[src/hw/cache_pkg.sv]
// Tag width is fixed for 16 sets (SET_W of 4) and no line data is modeled, only tag, MESI and age
package cache_pkg;

    // Address split
    localparam int ADDR_W   = 32;
    localparam int OFFSET_W = 6;
    // Index width for the default of 16 sets
    localparam int INDEX_W  = 4;
    localparam int TAG_W    = ADDR_W - OFFSET_W - INDEX_W;

    // Age width, enough for up to 8 ways
    localparam int LRU_W = 3;
    // Way number as reported in a result
    localparam int WAY_W = 3;
    // Statistics counter width
    localparam int CNT_W = 16;

    // Trace operation codes, print (9) is not a member and is dropped
    typedef enum logic [3:0] {
        OP_READ  = 4'd0,
        OP_WRITE = 4'd1,
        OP_FETCH = 4'd2,
        OP_INVAL = 4'd3,
        OP_SNOOP = 4'd4,
        OP_CLEAR = 4'd8
    } op_e;

    typedef enum logic [1:0] {
        MESI_I = 2'd0,
        MESI_S = 2'd1,
        MESI_E = 2'd2,
        MESI_M = 2'd3
    } mesi_e;

    // One strobed trace command
    typedef struct packed {
        op_e               op;
        logic [ADDR_W-1:0] addr;
    } cache_cmd_t;

    // Command after address split and cache steering
    typedef struct packed {
        op_e                op;
        logic               is_instr;
        logic [TAG_W-1:0]   tag;
        logic [INDEX_W-1:0] index;
    } decoded_cmd_t;

    // One way of a set, age 0 is the most recent
    typedef struct packed {
        logic [TAG_W-1:0] tag;
        mesi_e            mesi;
        logic [LRU_W-1:0] age;
    } cache_line_t;

    typedef struct packed {
        logic             hit;
        logic [WAY_W-1:0] way;
        // State of the selected line after the update
        mesi_e            mesi;
        // Victim was Modified and gets replaced
        logic             writeback;
        logic             is_instr;
    } cache_result_t;

    typedef struct packed {
        logic [CNT_W-1:0] reads;
        logic [CNT_W-1:0] writes;
        logic [CNT_W-1:0] fetches;
        logic [CNT_W-1:0] hits;
        logic [CNT_W-1:0] misses;
    } cache_stats_t;

endpackage

[src/hw/set_processor.sv]
// Purely combinational, WAYS from 2 to 8, ages are expected to be a permutation of 0..WAYS-1
`timescale 1ns/1ns

module set_processor #(
    parameter int WAYS = 8
) (
    input  logic                     dec_valid_i,
    input  cache_pkg::decoded_cmd_t  dec_i,
    input  cache_pkg::cache_line_t   set_i [WAYS],
    output cache_pkg::cache_line_t   set_o [WAYS],
    output logic                     wr_en_o,
    output cache_pkg::cache_line_t   sel_line_o,
    input  cache_pkg::mesi_e         next_mesi_i,
    output cache_pkg::cache_result_t result_o
);

    // Read, write or fetch, the ops that touch ages and tags
    logic                            is_access;
    logic                            hit;
    logic [cache_pkg::WAY_W-1:0]     hit_way;
    // Oldest way overall
    logic [cache_pkg::WAY_W-1:0]     old_way;
    logic [cache_pkg::LRU_W-1:0]     old_age;
    // Oldest invalid way, if any
    logic                            inv_found;
    logic [cache_pkg::WAY_W-1:0]     inv_way;
    logic [cache_pkg::LRU_W-1:0]     inv_age;
    logic [cache_pkg::WAY_W-1:0]     victim;
    logic [cache_pkg::WAY_W-1:0]     sel_way;

    assign is_access = dec_i.op inside {cache_pkg::OP_READ, cache_pkg::OP_WRITE,
                                        cache_pkg::OP_FETCH};

    // Hit search and victim choice
    always_comb begin
        hit       = 1'b0;
        hit_way   = '0;
        old_way   = '0;
        old_age   = '0;
        inv_found = 1'b0;
        inv_way   = '0;
        inv_age   = '0;
        for (int w = 0; w < WAYS; w++) begin
            // Only a valid way can hit
            if (set_i[w].mesi != cache_pkg::MESI_I && set_i[w].tag == dec_i.tag) begin
                hit     = 1'b1;
                hit_way = w[cache_pkg::WAY_W-1:0];
            end
            if (set_i[w].age > old_age) begin
                old_age = set_i[w].age;
                old_way = w[cache_pkg::WAY_W-1:0];
            end
            if (set_i[w].mesi == cache_pkg::MESI_I && (!inv_found || set_i[w].age > inv_age)) begin
                inv_found = 1'b1;
                inv_age   = set_i[w].age;
                inv_way   = w[cache_pkg::WAY_W-1:0];
            end
        end
        // Invalid ways are preferred over the oldest valid one
        victim = inv_found ? inv_way : old_way;
        // Invalidate and snoop misses point at way 0
        if (hit) begin
            sel_way = hit_way;
        end else if (is_access) begin
            sel_way = victim;
        end else begin
            sel_way = '0;
        end
        // Current line of the selected way, for the MESI logic
        sel_line_o = set_i[0];
        for (int w = 0; w < WAYS; w++) begin
            if (w[cache_pkg::WAY_W-1:0] == sel_way) begin
                sel_line_o = set_i[w];
            end
        end
    end

    // Set rewrite
    always_comb begin
        set_o = set_i;
        for (int w = 0; w < WAYS; w++) begin
            if (w[cache_pkg::WAY_W-1:0] == sel_way) begin
                // Snoop or invalidate only change a line that hit
                if (is_access || hit) begin
                    set_o[w].mesi = next_mesi_i;
                end
                if (is_access) begin
                    set_o[w].tag = dec_i.tag;
                    set_o[w].age = '0;
                end
            end else if (is_access && set_i[w].age < sel_line_o.age) begin
                // Younger than the selected way, ages by one
                set_o[w].age = set_i[w].age + 1'b1;
            end
        end
    end

    // Top already steers the strobe to one cache
    assign wr_en_o = dec_valid_i;

    always_comb begin
        result_o.hit       = hit;
        result_o.way       = sel_way;
        result_o.mesi      = next_mesi_i;
        // Dirty victim leaves the cache
        result_o.writeback = is_access && !hit && (sel_line_o.mesi == cache_pkg::MESI_M);
        result_o.is_instr  = dec_i.is_instr;
    end

endmodule

[config.mk]
export PLATFORM = sky130hd
export DESIGN_NAME = set_processor
export DESIGN_NICKNAME = d
export VERILOG_FILES = /design/src/hw/cache_pkg.sv /design/src/hw/set_processor.sv
export SDC_FILE = /design/constraint.sdc
export NUM_CORES = 1
export LEC_CHECK = 0
export ABC_AREA = 0
export BUFFER_PORTS_ARGS = -buffer_cell sky130_fd_sc_hd__buf_2
export CAP_MARGIN = 20
export CORE_AREA = 2 2 197 199
export DETAILED_ROUTE_END_ITERATION = 6
export DIE_AREA = 0 0 199 201
export PLACE_DENSITY = 0.46
export SLEW_MARGIN = 20
export SYNTH_ARGS = -nofsm -noshare
export SYNTH_HDL_FRONTEND = slang
export SYNTH_SLANG_ARGS = --single-unit
[constraint.sdc]
create_clock -name vclk -period 59.3
set_input_delay 14.825 -clock vclk [all_inputs]
set_output_delay 14.825 -clock vclk [all_outputs]
set_load 0.02 [all_outputs]
==> summary.md, run 1 <==
| Metric | Value |
|---|---|
| Post-synthesis mux area share | 0.2648 |
| Post-Syn Nets | 1573 |
| Crit path max-delay cell type | inv_1 |
| Post-Syn Instances | approximately 1300 |
| Crit path time final | between 40 and 50 ns |
| # rows | ~70 |
| DP Worst Slack | ~16 ns |
| 1st-iter DRT viols | ~970 |
| Detailed placer's ending HPWL | 48340 µm |
| CLK BUF | 0 |
| Max Cap Viol | 0 |
| Antenna violations before repair | 0 |
| Hold path endpoint | result_o[0] |
| Non-Filler Instances | roughly 2200 |
| XOR/XNOR Fraction of Synth Area | 0.1725 |
| Synth top area share | 0.2411 |
| Share of cells above drive strength 1 | 0.4462 |
| Ranking of synthesized cells by area | mux2_2, xnor2_1, ha_1, xor2_1, nand2_1 |
| Largest net degree at the start of global routing | 45 |
| Min setup slack post-route | approximately 16 ns |
| Number of diodes | 0 |
| Syn_area_per_cell | 7.352 µm² |
| Hold Path Depth | 0 |
| Maximum clock frequency | 0.02306 GHz |
| Global-route wire length before repair | 82040 µm |
| Die height | 201 µm |
| Final Hold Fails | 0 |
| Register area | 0 µm² |
| Drt first pass iters | 7 |
| Via Count | 11930 |
| Placed cell count | 2190 |
| Final slew viol count | 0 |
| Simple-Gate Fraction of Synth Area | 0.2047 |
| Period utilization | 0.7313 |
| Main combinational cell family by area after synthesis | multiplexers |
| Routed wire length | 58890 µm |
| Worst Tran Pin Value | 1.029 ns |
| Drc violations | 0 |
| DR vias/cell | ~5.4 |
| Peak VDD IR | 7.100 µV |
| Cts repair resizes | 0 |
| Mapped Area | 9293 µm² |
| Hold_buf cts | 0 |
| Initial Util | 0.2439 |
| CP max stage delay | approximately 0.75 ns |
| Gr usage total | 0.2803 |
| IO Count | approximately 500 |
| FILL cells | around 4300 |
| Register area share after synthesis | 0 |
| Die W | 199 µm |
| Hold path start | dec_i[26] |
| Buffers on Ports | 494 |
| CP required | 44.48 ns |
| Synth Area in Compound Gates | 0.2111 |
| Worst setup SP type | primary input |
| GPL Wtd Cong | slightly below 1 |
| Core region area | around 38000 µm² |
| Synth warnings | 0 |
| Post-Synth Adder-Cell Area | 0.07944 |
| Leak | ~0.0054 µW |
| Distinct cells, synth | 79 |
| Wire per inst | ~27 µm |
| Largest area contributor in the netlist | mux2_2 |
| Critical Path End Type | output port |
| Power density of the placed cells | between 10 and 15 nW/µm² |
| Fin util | 0.3190 |
| Outcome | complete, no violations |
| HP Class | primary input to output port |
| Vias in the first global route | approximately 12000 |
| Slew headroom | 0.3132 |
| Critical path arrival | 28.54 ns |
| RSZ-0062 raised after global routing | false |
| Synth-to-Final Area Change | 30.82% |
| Post-CTS setup buffer count | 0 |
| Final setup vio count | 0 |
| Crit path kind | primary input to output port |
| Most common cell in the synthesized netlist | mux2_2 |
| Die area | around 40000 µm² |
| Top cell types by occurrence after synthesis | mux2_2, xnor2_1, nand2_1 |
| Sequential cells | 0 |
| Worst-path fanout max | 24 |
| GRT overflow | 0 |
| Routed Antenna Nets | 0 |
| Nets | approximately 2000 |
| Fin Setup TNS | 0 ns |
-- cells by family after synthesis --
group / Yosys count
fa+ha+maj: 59
compound gates: 276
xor+xnor: 183
simple gates: 376
buf+inv: 149
mux: 221
-- report_power, final --
group / switching, µW / internal, µW
combinational: 111 / 64.9
clock: 0 / 0
sequential: 0 / 0
total: 111 / 64.9
-- metrics by stage --
stage	hold WS (ns)	cell area (µm²)	power (µW)
4_1_cts	29.65	12160	175.3
6_report	29.65	12160	175.7
2_1_floorplan	29.76	9293	110.6
3_5_place_dp	29.65	12160	174.5
3_3_place_gp	29.65	12150	172.5
5_1_grt	29.65	12160	190.2
-- metal layers --
| layer | global-route usage | up-vias | part of all wire |
|---|---|---|---|
| li1 | - | 5521 | - |
| met1 | 0.3599 | 5764 | 0.42 |
| met2 | 0.4949 | 571 | 0.49 |
| met3 | 0.01663 | 74 | 0.056 |
| met4 | 0.09275 | 0 | 0.037 |
| met5 | 0 | - | 0 |
-- area by class of cell --
cell class / instances / area (µm²) / share of cell area
inverters: 40 / 150.1 / 0.01235
multi-input cells: 1115 / 8713 / 0.7168
well taps: 518 / 648.1 / 0.05331
repair buffers: 517 / 2645 / 0.2176
-- worst max-delay path: cells and delay by family --
| kind | cells | cell delay, ns |
|---|---|---|
| AO/OA/AOI/OAI | 25 | 5.78 |
| adder cells (fa/ha/maj) | 8 | 2.38 |
| multiplexers | 6 | 2.05 |
| AND/OR/NAND/NOR | 11 | 1.95 |
| buffers and inverters | 5 | 1.49 |
-- cell usage in the layout (no fill, tap or decap), types with 6 or more instances in the layout --
| cell type | count |
|---|---|
| nor3_1 | 11 |
| xnor2_1 | 124 |
| a21oi_1 | 67 |
| o22ai_1 | 18 |
| a211oi_2 | 6 |
| o211ai_1 | 14 |
| nor4_1 | 22 |
| o21ai_0 | 29 |
| a211oi_1 | 23 |
| a221o_1 | 11 |
| ha_1 | 59 |
| a22o_1 | 15 |
| and2_1 | 7 |
| nand3_1 | 40 |
| buf_2 | 494 |
| buf_4 | 23 |
| mux2i_1 | 21 |
| nand2_1 | 101 |
| nand3b_1 | 11 |
| a222oi_1 | 12 |
| and3_1 | 7 |
| xor2_1 | 59 |
| mux2_2 | 199 |
| o31ai_1 | 7 |
| inv_1 | 38 |
| nor2_1 | 88 |
| a21o_1 | 11 |
| a31oi_1 | 6 |
| nand2b_1 | 10 |
| nand4_1 | 37 |
-- how the worst max path moves through the flow --
stage | endpoint | from
global placement | set_o[82] | set_i[192]
global route | set_o[164] | set_i[192]
detailed placement | set_o[82] | set_i[192]
finish | set_o[82] | set_i[192]
floorplan | set_o[2] | set_i[192]
CTS | set_o[82] | set_i[192]
Power figures use the tool's default switching activity.
==> run 2: changes to the inputs <==
ABC_AREA = 1   (was 0)
CORE_AREA = 2 2 196 198   (was 2 2 197 199)
DIE_AREA = 0 0 198 200   (was 0 0 199 201)
PLACE_DENSITY = 0.5   (was 0.46)
clock period = 37.5 ns   (was 59.3 ns; I/O delays follow)
==> summary.md, run 2 <==
| Metric | Value |
|---|---|
| Gr usage total | 0.3101 (+0.02976) |
| Slew headroom | 0.3571 (+0.04396) |
| Min setup slack post-route | 7.202 ns (-8.729 ns) |
| CLK BUF | 0 (unchanged) |
| Outcome | complete, no violations |
| DP Worst Slack | 7.201 ns (-8.903 ns) |
| Non-Filler Instances | 2957 (+35%) |
| Wl on met1 | 27060 µm (+10%) |
| Syn_area_per_cell | 4.797 µm² (-35%) |
| Met3 Wirelength | 4121 µm (+24%) |
| Power density of the placed cells | 23.88 nW/µm² (+65%) |
| Synth top area share | 0.2934 (+0.05226) |
| Hold_buf cts | 0 (unchanged) |
| Core region area | 37400 µm² (-1.9%) |
| GPL Wtd Cong | 0.9789 (+0.55%) |
| Cts repair resizes | 0 (unchanged) |
| Max Cap Viol | 0 (unchanged) |
| Vias in the first global route | 13800 (+18%) |
| # rows | 71 (-1.4%) |
| Top cell types by occurrence after synthesis | nand2_1, o21ai_0, inv_1 |
| Routed wire length | 65010 µm (+10%) |
| Post-Syn Nets | 2352 (+50%) |
| Top cell by count, worst path | nand2_1 |
| Synth-to-Final Area Change | 27.29% |
| Fin Setup TNS | 0 ns (unchanged) |
| Die height | 200 µm (-0.50%) |
| Crit path max-delay cell type | buf_4 |
| Worst Tran Pin Value | 0.9632 ns (-0.06586 ns) |
| Ranking of synthesized cells by area | nand2_1, o21ai_0, inv_1, ha_1, nor2_1 |
| Worst-path fanout max | 49 (+100%) |
| Hold path endpoint | wr_en_o |
| CP max stage delay | 0.43 ns (-0.32 ns) |
| Commonest non-fill, non-tap cell in the layout | nand2_1 |
| GRT overflow | 0 (unchanged) |
| Distinct cells, synth | 39 (-51%) |
| Overall Power | 297.8 µW (+69%) |
| Post-Syn Instances | 2043 (+62%) |
| Placed cell count | 2951 (+35%) |
| Period utilization | 0.8079 |
| Mapped Area | 9799 µm² (+5.5%) |
| Leak | 0.007105 µW (+31%) |
| Worst setup SP type | primary input |
| Final setup vio count | 0 (unchanged) |
| Hold path start | dec_valid_i |
| CP required | 28.12 ns (-16.36 ns) |
| Crit path kind | primary input to output port |
| Via Count | 15090 (+26%) |
| Die W | 198 µm (-0.50%) |
| Critical path depth | 76 (+38%) |
| IO Count | 502 (unchanged) |
| Die area | 39600 µm² (-1.0%) |
| HP Class | primary input to output port |
| Critical Path End Type | output port |
| Sequential cells | 0 (unchanged) |
| Antenna violations before repair | 8 (+8) |
| Crit path time final | around 30 ns |
| FILL cells | 4431 (+2.5%) |
| Global-route wire length before repair | 90950 µm (+11%) |
| Routed Antenna Nets | 0 (unchanged) |
| DR vias/cell | 5.103 (-6.3%) |
| Initial Util | 0.2620 (+0.01816) |
| RSZ-0062 raised after global routing | false |
| Hold Path Depth | 0 (unchanged) |
| Nets | 2751 (+39%) |
| Most common cell in the synthesized netlist | nand2_1 |
| Drc violations | 0 (unchanged) |
| Top Layer Used | met5 |
| Synth warnings | 0 (unchanged) |
| Detailed placer's ending HPWL | 53780 µm (+11%) |
| Most frequent cells in the layout | nand2_1, buf_2, o21ai_0 |
| Share of cells above drive strength 1 | 0.2377 (-0.2085) |
| Largest area contributor in the netlist | nand2_1 |
| Final Hold Fails | 0 (unchanged) |
| Final slew viol count | 0 (unchanged) |
| Fin util | 0.3335 (+0.01449) |
| Crit path buf inv count | 10 (+5) |
| Critical path arrival | 20.92 ns (-7.62 ns) |
| CP delay by family, top | compound AO/OA/AOI/OAI gates |
| Register area share after synthesis | 0 (unchanged) |
| Wire per inst | 21.98 µm (-18%) |
| Peak VDD IR | 11.20 µV (+58%) |
| Maximum clock frequency | about 0.033 GHz |
| Largest net degree at the start of global routing | 52 (+16%) |
| Buffers on Ports | 494 (unchanged) |
| Post-CTS setup buffer count | 0 (unchanged) |
| Met2 routed WL | 31570 µm (+9.6%) |
| Register area | 0 µm² (unchanged) |
| 1st-iter DRT viols | 1146 (+19%) |
| Drt first pass iters | 6 (-1) |
==> run 2: through the flow <==
| stage | instance area (µm²) | hold slack [ns] |
|---|---|---|
| after floorplan | 9799 | 18.86 |
| after global placement | 12460 | 18.75 |
| after detailed placement | 12460 | 18.75 |
| after CTS | 12460 | 18.75 |
| after global routing | 12470 | 18.75 |
| final | 12470 | 18.75 |
==> run 2: report_power, final <==
part,leakage (µW),internal (µW),total [µW],switching [µW]
combinational,0.00711,93.1,298,205
clock,0.0000000380,0.0000215,0.0000215,0
sequential,0,0,0,0
==> run 2: final cells by class <==
class              count  area [µm²]  area share
multi-input cells   1708        8394      0.6730
repair buffers       509        2585      0.2072
inverters            223       839.6     0.06731
well taps            511       639.4     0.05126
diodes                 6       15.01    0.001204
==> run 2: logic make-up (layout without fill, tap and decap cells) <==
group           Yosys count  count (layout)  share of synthesized area
simple gates           1065            1065                     0.4445
compound gates          541             541                     0.2967
buf+inv                 335             732                     0.1448
fa+ha+maj                59              59                    0.07533
xor+xnor                 41              41                    0.03665
mux                       2               2                   0.002043
other cells               0               6                          0
==> run 2: worst max-delay path by stage <==
stage / start / slack [ns] / end
detailed placement: set_i[193] / 7.20 / set_o[2]
global placement: set_i[193] / 7.40 / set_o[2]
CTS: set_i[193] / 7.15 / set_o[2]
global route: set_i[193] / 5.82 / set_o[1]
finish: set_i[192] / 7.20 / set_o[2]
floorplan: set_i[193] / 9.66 / set_o[0]
==> run 2: metal layers <==
layer  vias to the layer above  global-route usage
met1                      6938              0.3976
met5                         -                   0
met2                       649              0.5557
li1                       7399                   -
met3                        99             0.02419
met4                         4             0.08939
==> run 3: changes to the inputs <==
PLACE_DENSITY = 0.48   (was 0.5)
clock period = 30.2 ns   (was 37.5 ns; I/O delays follow)
==> summary.md, run 3 (synthesis gave the netlist of run 2 again) <==
| Metric | Value |
|---|---|
| Outcome | complete, no violations |
| Hold Path Depth | 0 (unchanged) |
| Crit path time final | around 27 ns |
| Worst setup SP type | primary input |
| Final setup vio count | 0 (unchanged) |
| Via Count | 15190 (+0.65%) |
| Crit path max-delay cell type | inv_1 |
| HP Class | primary input to output port |
| Hold_buf cts | 0 (unchanged) |
| DP Worst Slack | 3.406 ns (-3.795 ns) |
| Final slew viol count | 0 (unchanged) |
| Power density of the placed cells | 29.76 nW/µm² (+25%) |
| CP max stage delay | 1.02 ns (+0.59 ns) |
| Drt first pass iters | 6 (unchanged) |
| Max Cap Viol | 0 (unchanged) |
| Detailed placer's ending HPWL | 54100 µm (+0.59%) |
| Routed Antenna Nets | 0 (unchanged) |
| Comb power frac | 1.000 (about the same) |
| Post-CTS setup buffer count | 0 (unchanged) |
| Core region area | 37400 µm² (unchanged) |
| FILL cells | 4409 (-0.50%) |
| GPL Wtd Cong | 0.9390 (-4.1%) |
| Worst-path fanout max | 35 (-29%) |
| Switching Share | 0.6882 (+0.0009575) |
| Hold path endpoint | result_o[0] |
| Die area | 39600 µm² (unchanged) |
| Maximum clock frequency | about 0.037 GHz |
| Largest net degree at the start of global routing | 52 (unchanged) |
| Final Hold Fails | 0 (unchanged) |
| Min setup slack post-route | 3.282 ns (-3.921 ns) |
| Sequential cells | 0 (unchanged) |
| Nets | 2749 (-0.073%) |
| Worst Tran Pin Value | 1.084 ns (+0.1204 ns) |
| Most frequent cells in the layout | nand2_1, buf_2, o21ai_0 |
| Global-route wire length before repair | 91520 µm (+0.63%) |
| Placed cell count | 2949 (-0.068%) |
| GRT overflow | 0 (unchanged) |
| Initial Util | 0.2620 (unchanged) |
| Antenna violations before repair | 10 (+2) |
| Reg power frac | 0 (unchanged) |
| Period utilization | 0.8913 |
| Die height | 200 µm (unchanged) |
| Multi-input gate area | 8394 µm² (unchanged) |
| 1st-iter DRT viols | 1219 (+6.4%) |
| Crit path kind | primary input to output port |
| Leak | 0.007095 µW (-0.14%) |
| Commonest non-fill, non-tap cell in the layout | nand2_1 |
| Internal power | 115.7 µW (+24%) |
| Die W | 198 µm (unchanged) |
| Slew headroom | 0.2768 (-0.08036) |
| Part of the power in the clock network | 0 (unchanged) |
| Buffers on Ports | 494 (unchanged) |
| Synth-to-Final Area Change | 27.18% (about the same) |
| # rows | 71 (unchanged) |
| Non-Filler Instances | 2957 (unchanged) |
| CLK BUF | 0 (unchanged) |
| RSZ-0062 raised after global routing | false |
| Share of cells above drive strength 1 | 0.2371 (-0.0006253) |
| Switching power | 255.3 µW (+25%) |
| DR vias/cell | 5.136 (+0.65%) |
| Peak VDD IR | 16.82 µV (+50%) |
| Drc violations | 0 (unchanged) |
| Register area | 0 µm² (unchanged) |
| Gr usage total | 0.3139 (+0.003803) |
| Routed wire length | 65650 µm (+0.99%) |
| Overall Power | 370.9 µW (+25%) |
| Top cell by count, worst path | nand2_1 |
| Wire per inst | 22.20 µm (+0.99%) |
| Cts repair resizes | 0 (unchanged) |
| Critical Path End Type | output port |
| Critical path arrival | 19.37 ns (-1.55 ns) |
| IO Count | 502 (unchanged) |
| Fin Setup TNS | 0 ns (unchanged) |
| Hold_ws | 15.10 ns (-3.650 ns) |
| Vias in the first global route | 13890 (+0.65%) |
| Hold path start | dec_i[26] |
| CP required | 22.65 ns (-5.47 ns) |
[run 3: how the worst max path moves through the flow]
stage                     startpoint         to  slack (ns)  cells after the start
final                     set_i[193]  set_o[28]        3.28                     71
after global routing      set_i[193]  set_o[82]        2.02                     69
after CTS                 set_i[193]  set_o[28]        3.36                     69
after detailed placement  set_i[193]  set_o[28]        3.41                     69
after global placement    set_i[193]  set_o[28]        3.61                     69
after floorplan           set_i[193]   set_o[0]        6.01                     73
[run 3: final cells by class]
| type | instances | area share |
|---|---|---|
| Timing Repair Buffer | 507 | 0.2062 |
| Inverter | 223 | 0.06736 |
| Multi-Input combinational cell | 1708 | 0.6735 |
| Tap cell | 511 | 0.05130 |
| Antenna cell | 8 | 0.001606 |
[run 3: power by group through the flow]
stage,sequential (µW),clock (µW),combinational [µW]
after floorplan,0,0,234
after global placement,0,0,360
after detailed placement,0,0,368
after CTS,0,0,369
after global routing,0,0.0000267,410
final,0,0.0000161,371
[run 3: critical path, delay by kind of cell]
| family | cells | cell delay, ns |
|---|---|---|
| buf+inv | 7 | 1.86 |
| simple gates | 39 | 4.86 |
| compound gates | 18 | 2.71 |
| fa+ha+maj | 7 | 2.32 |
[run 3: metal layers]
layer | GRT usage | vias to the layer above | wire, µm
met5 | 0 | - | 30
met4 | 0.1139 | 4 | 2564
met3 | 0.03646 | 121 | 4285
met2 | 0.5592 | 674 | 31780
met1 | 0.3892 | 6987 | 26990
li1 | - | 7401 | -
[run 3: stage by stage]
stage / area, µm² / util
floorplan: 9799 / -
global placement: 12440 / 0.3327
detailed placement: 12440 / 0.3327
CTS: 12440 / 0.3327
global route: 12460 / 0.3331
finish: 12460 / 0.3332
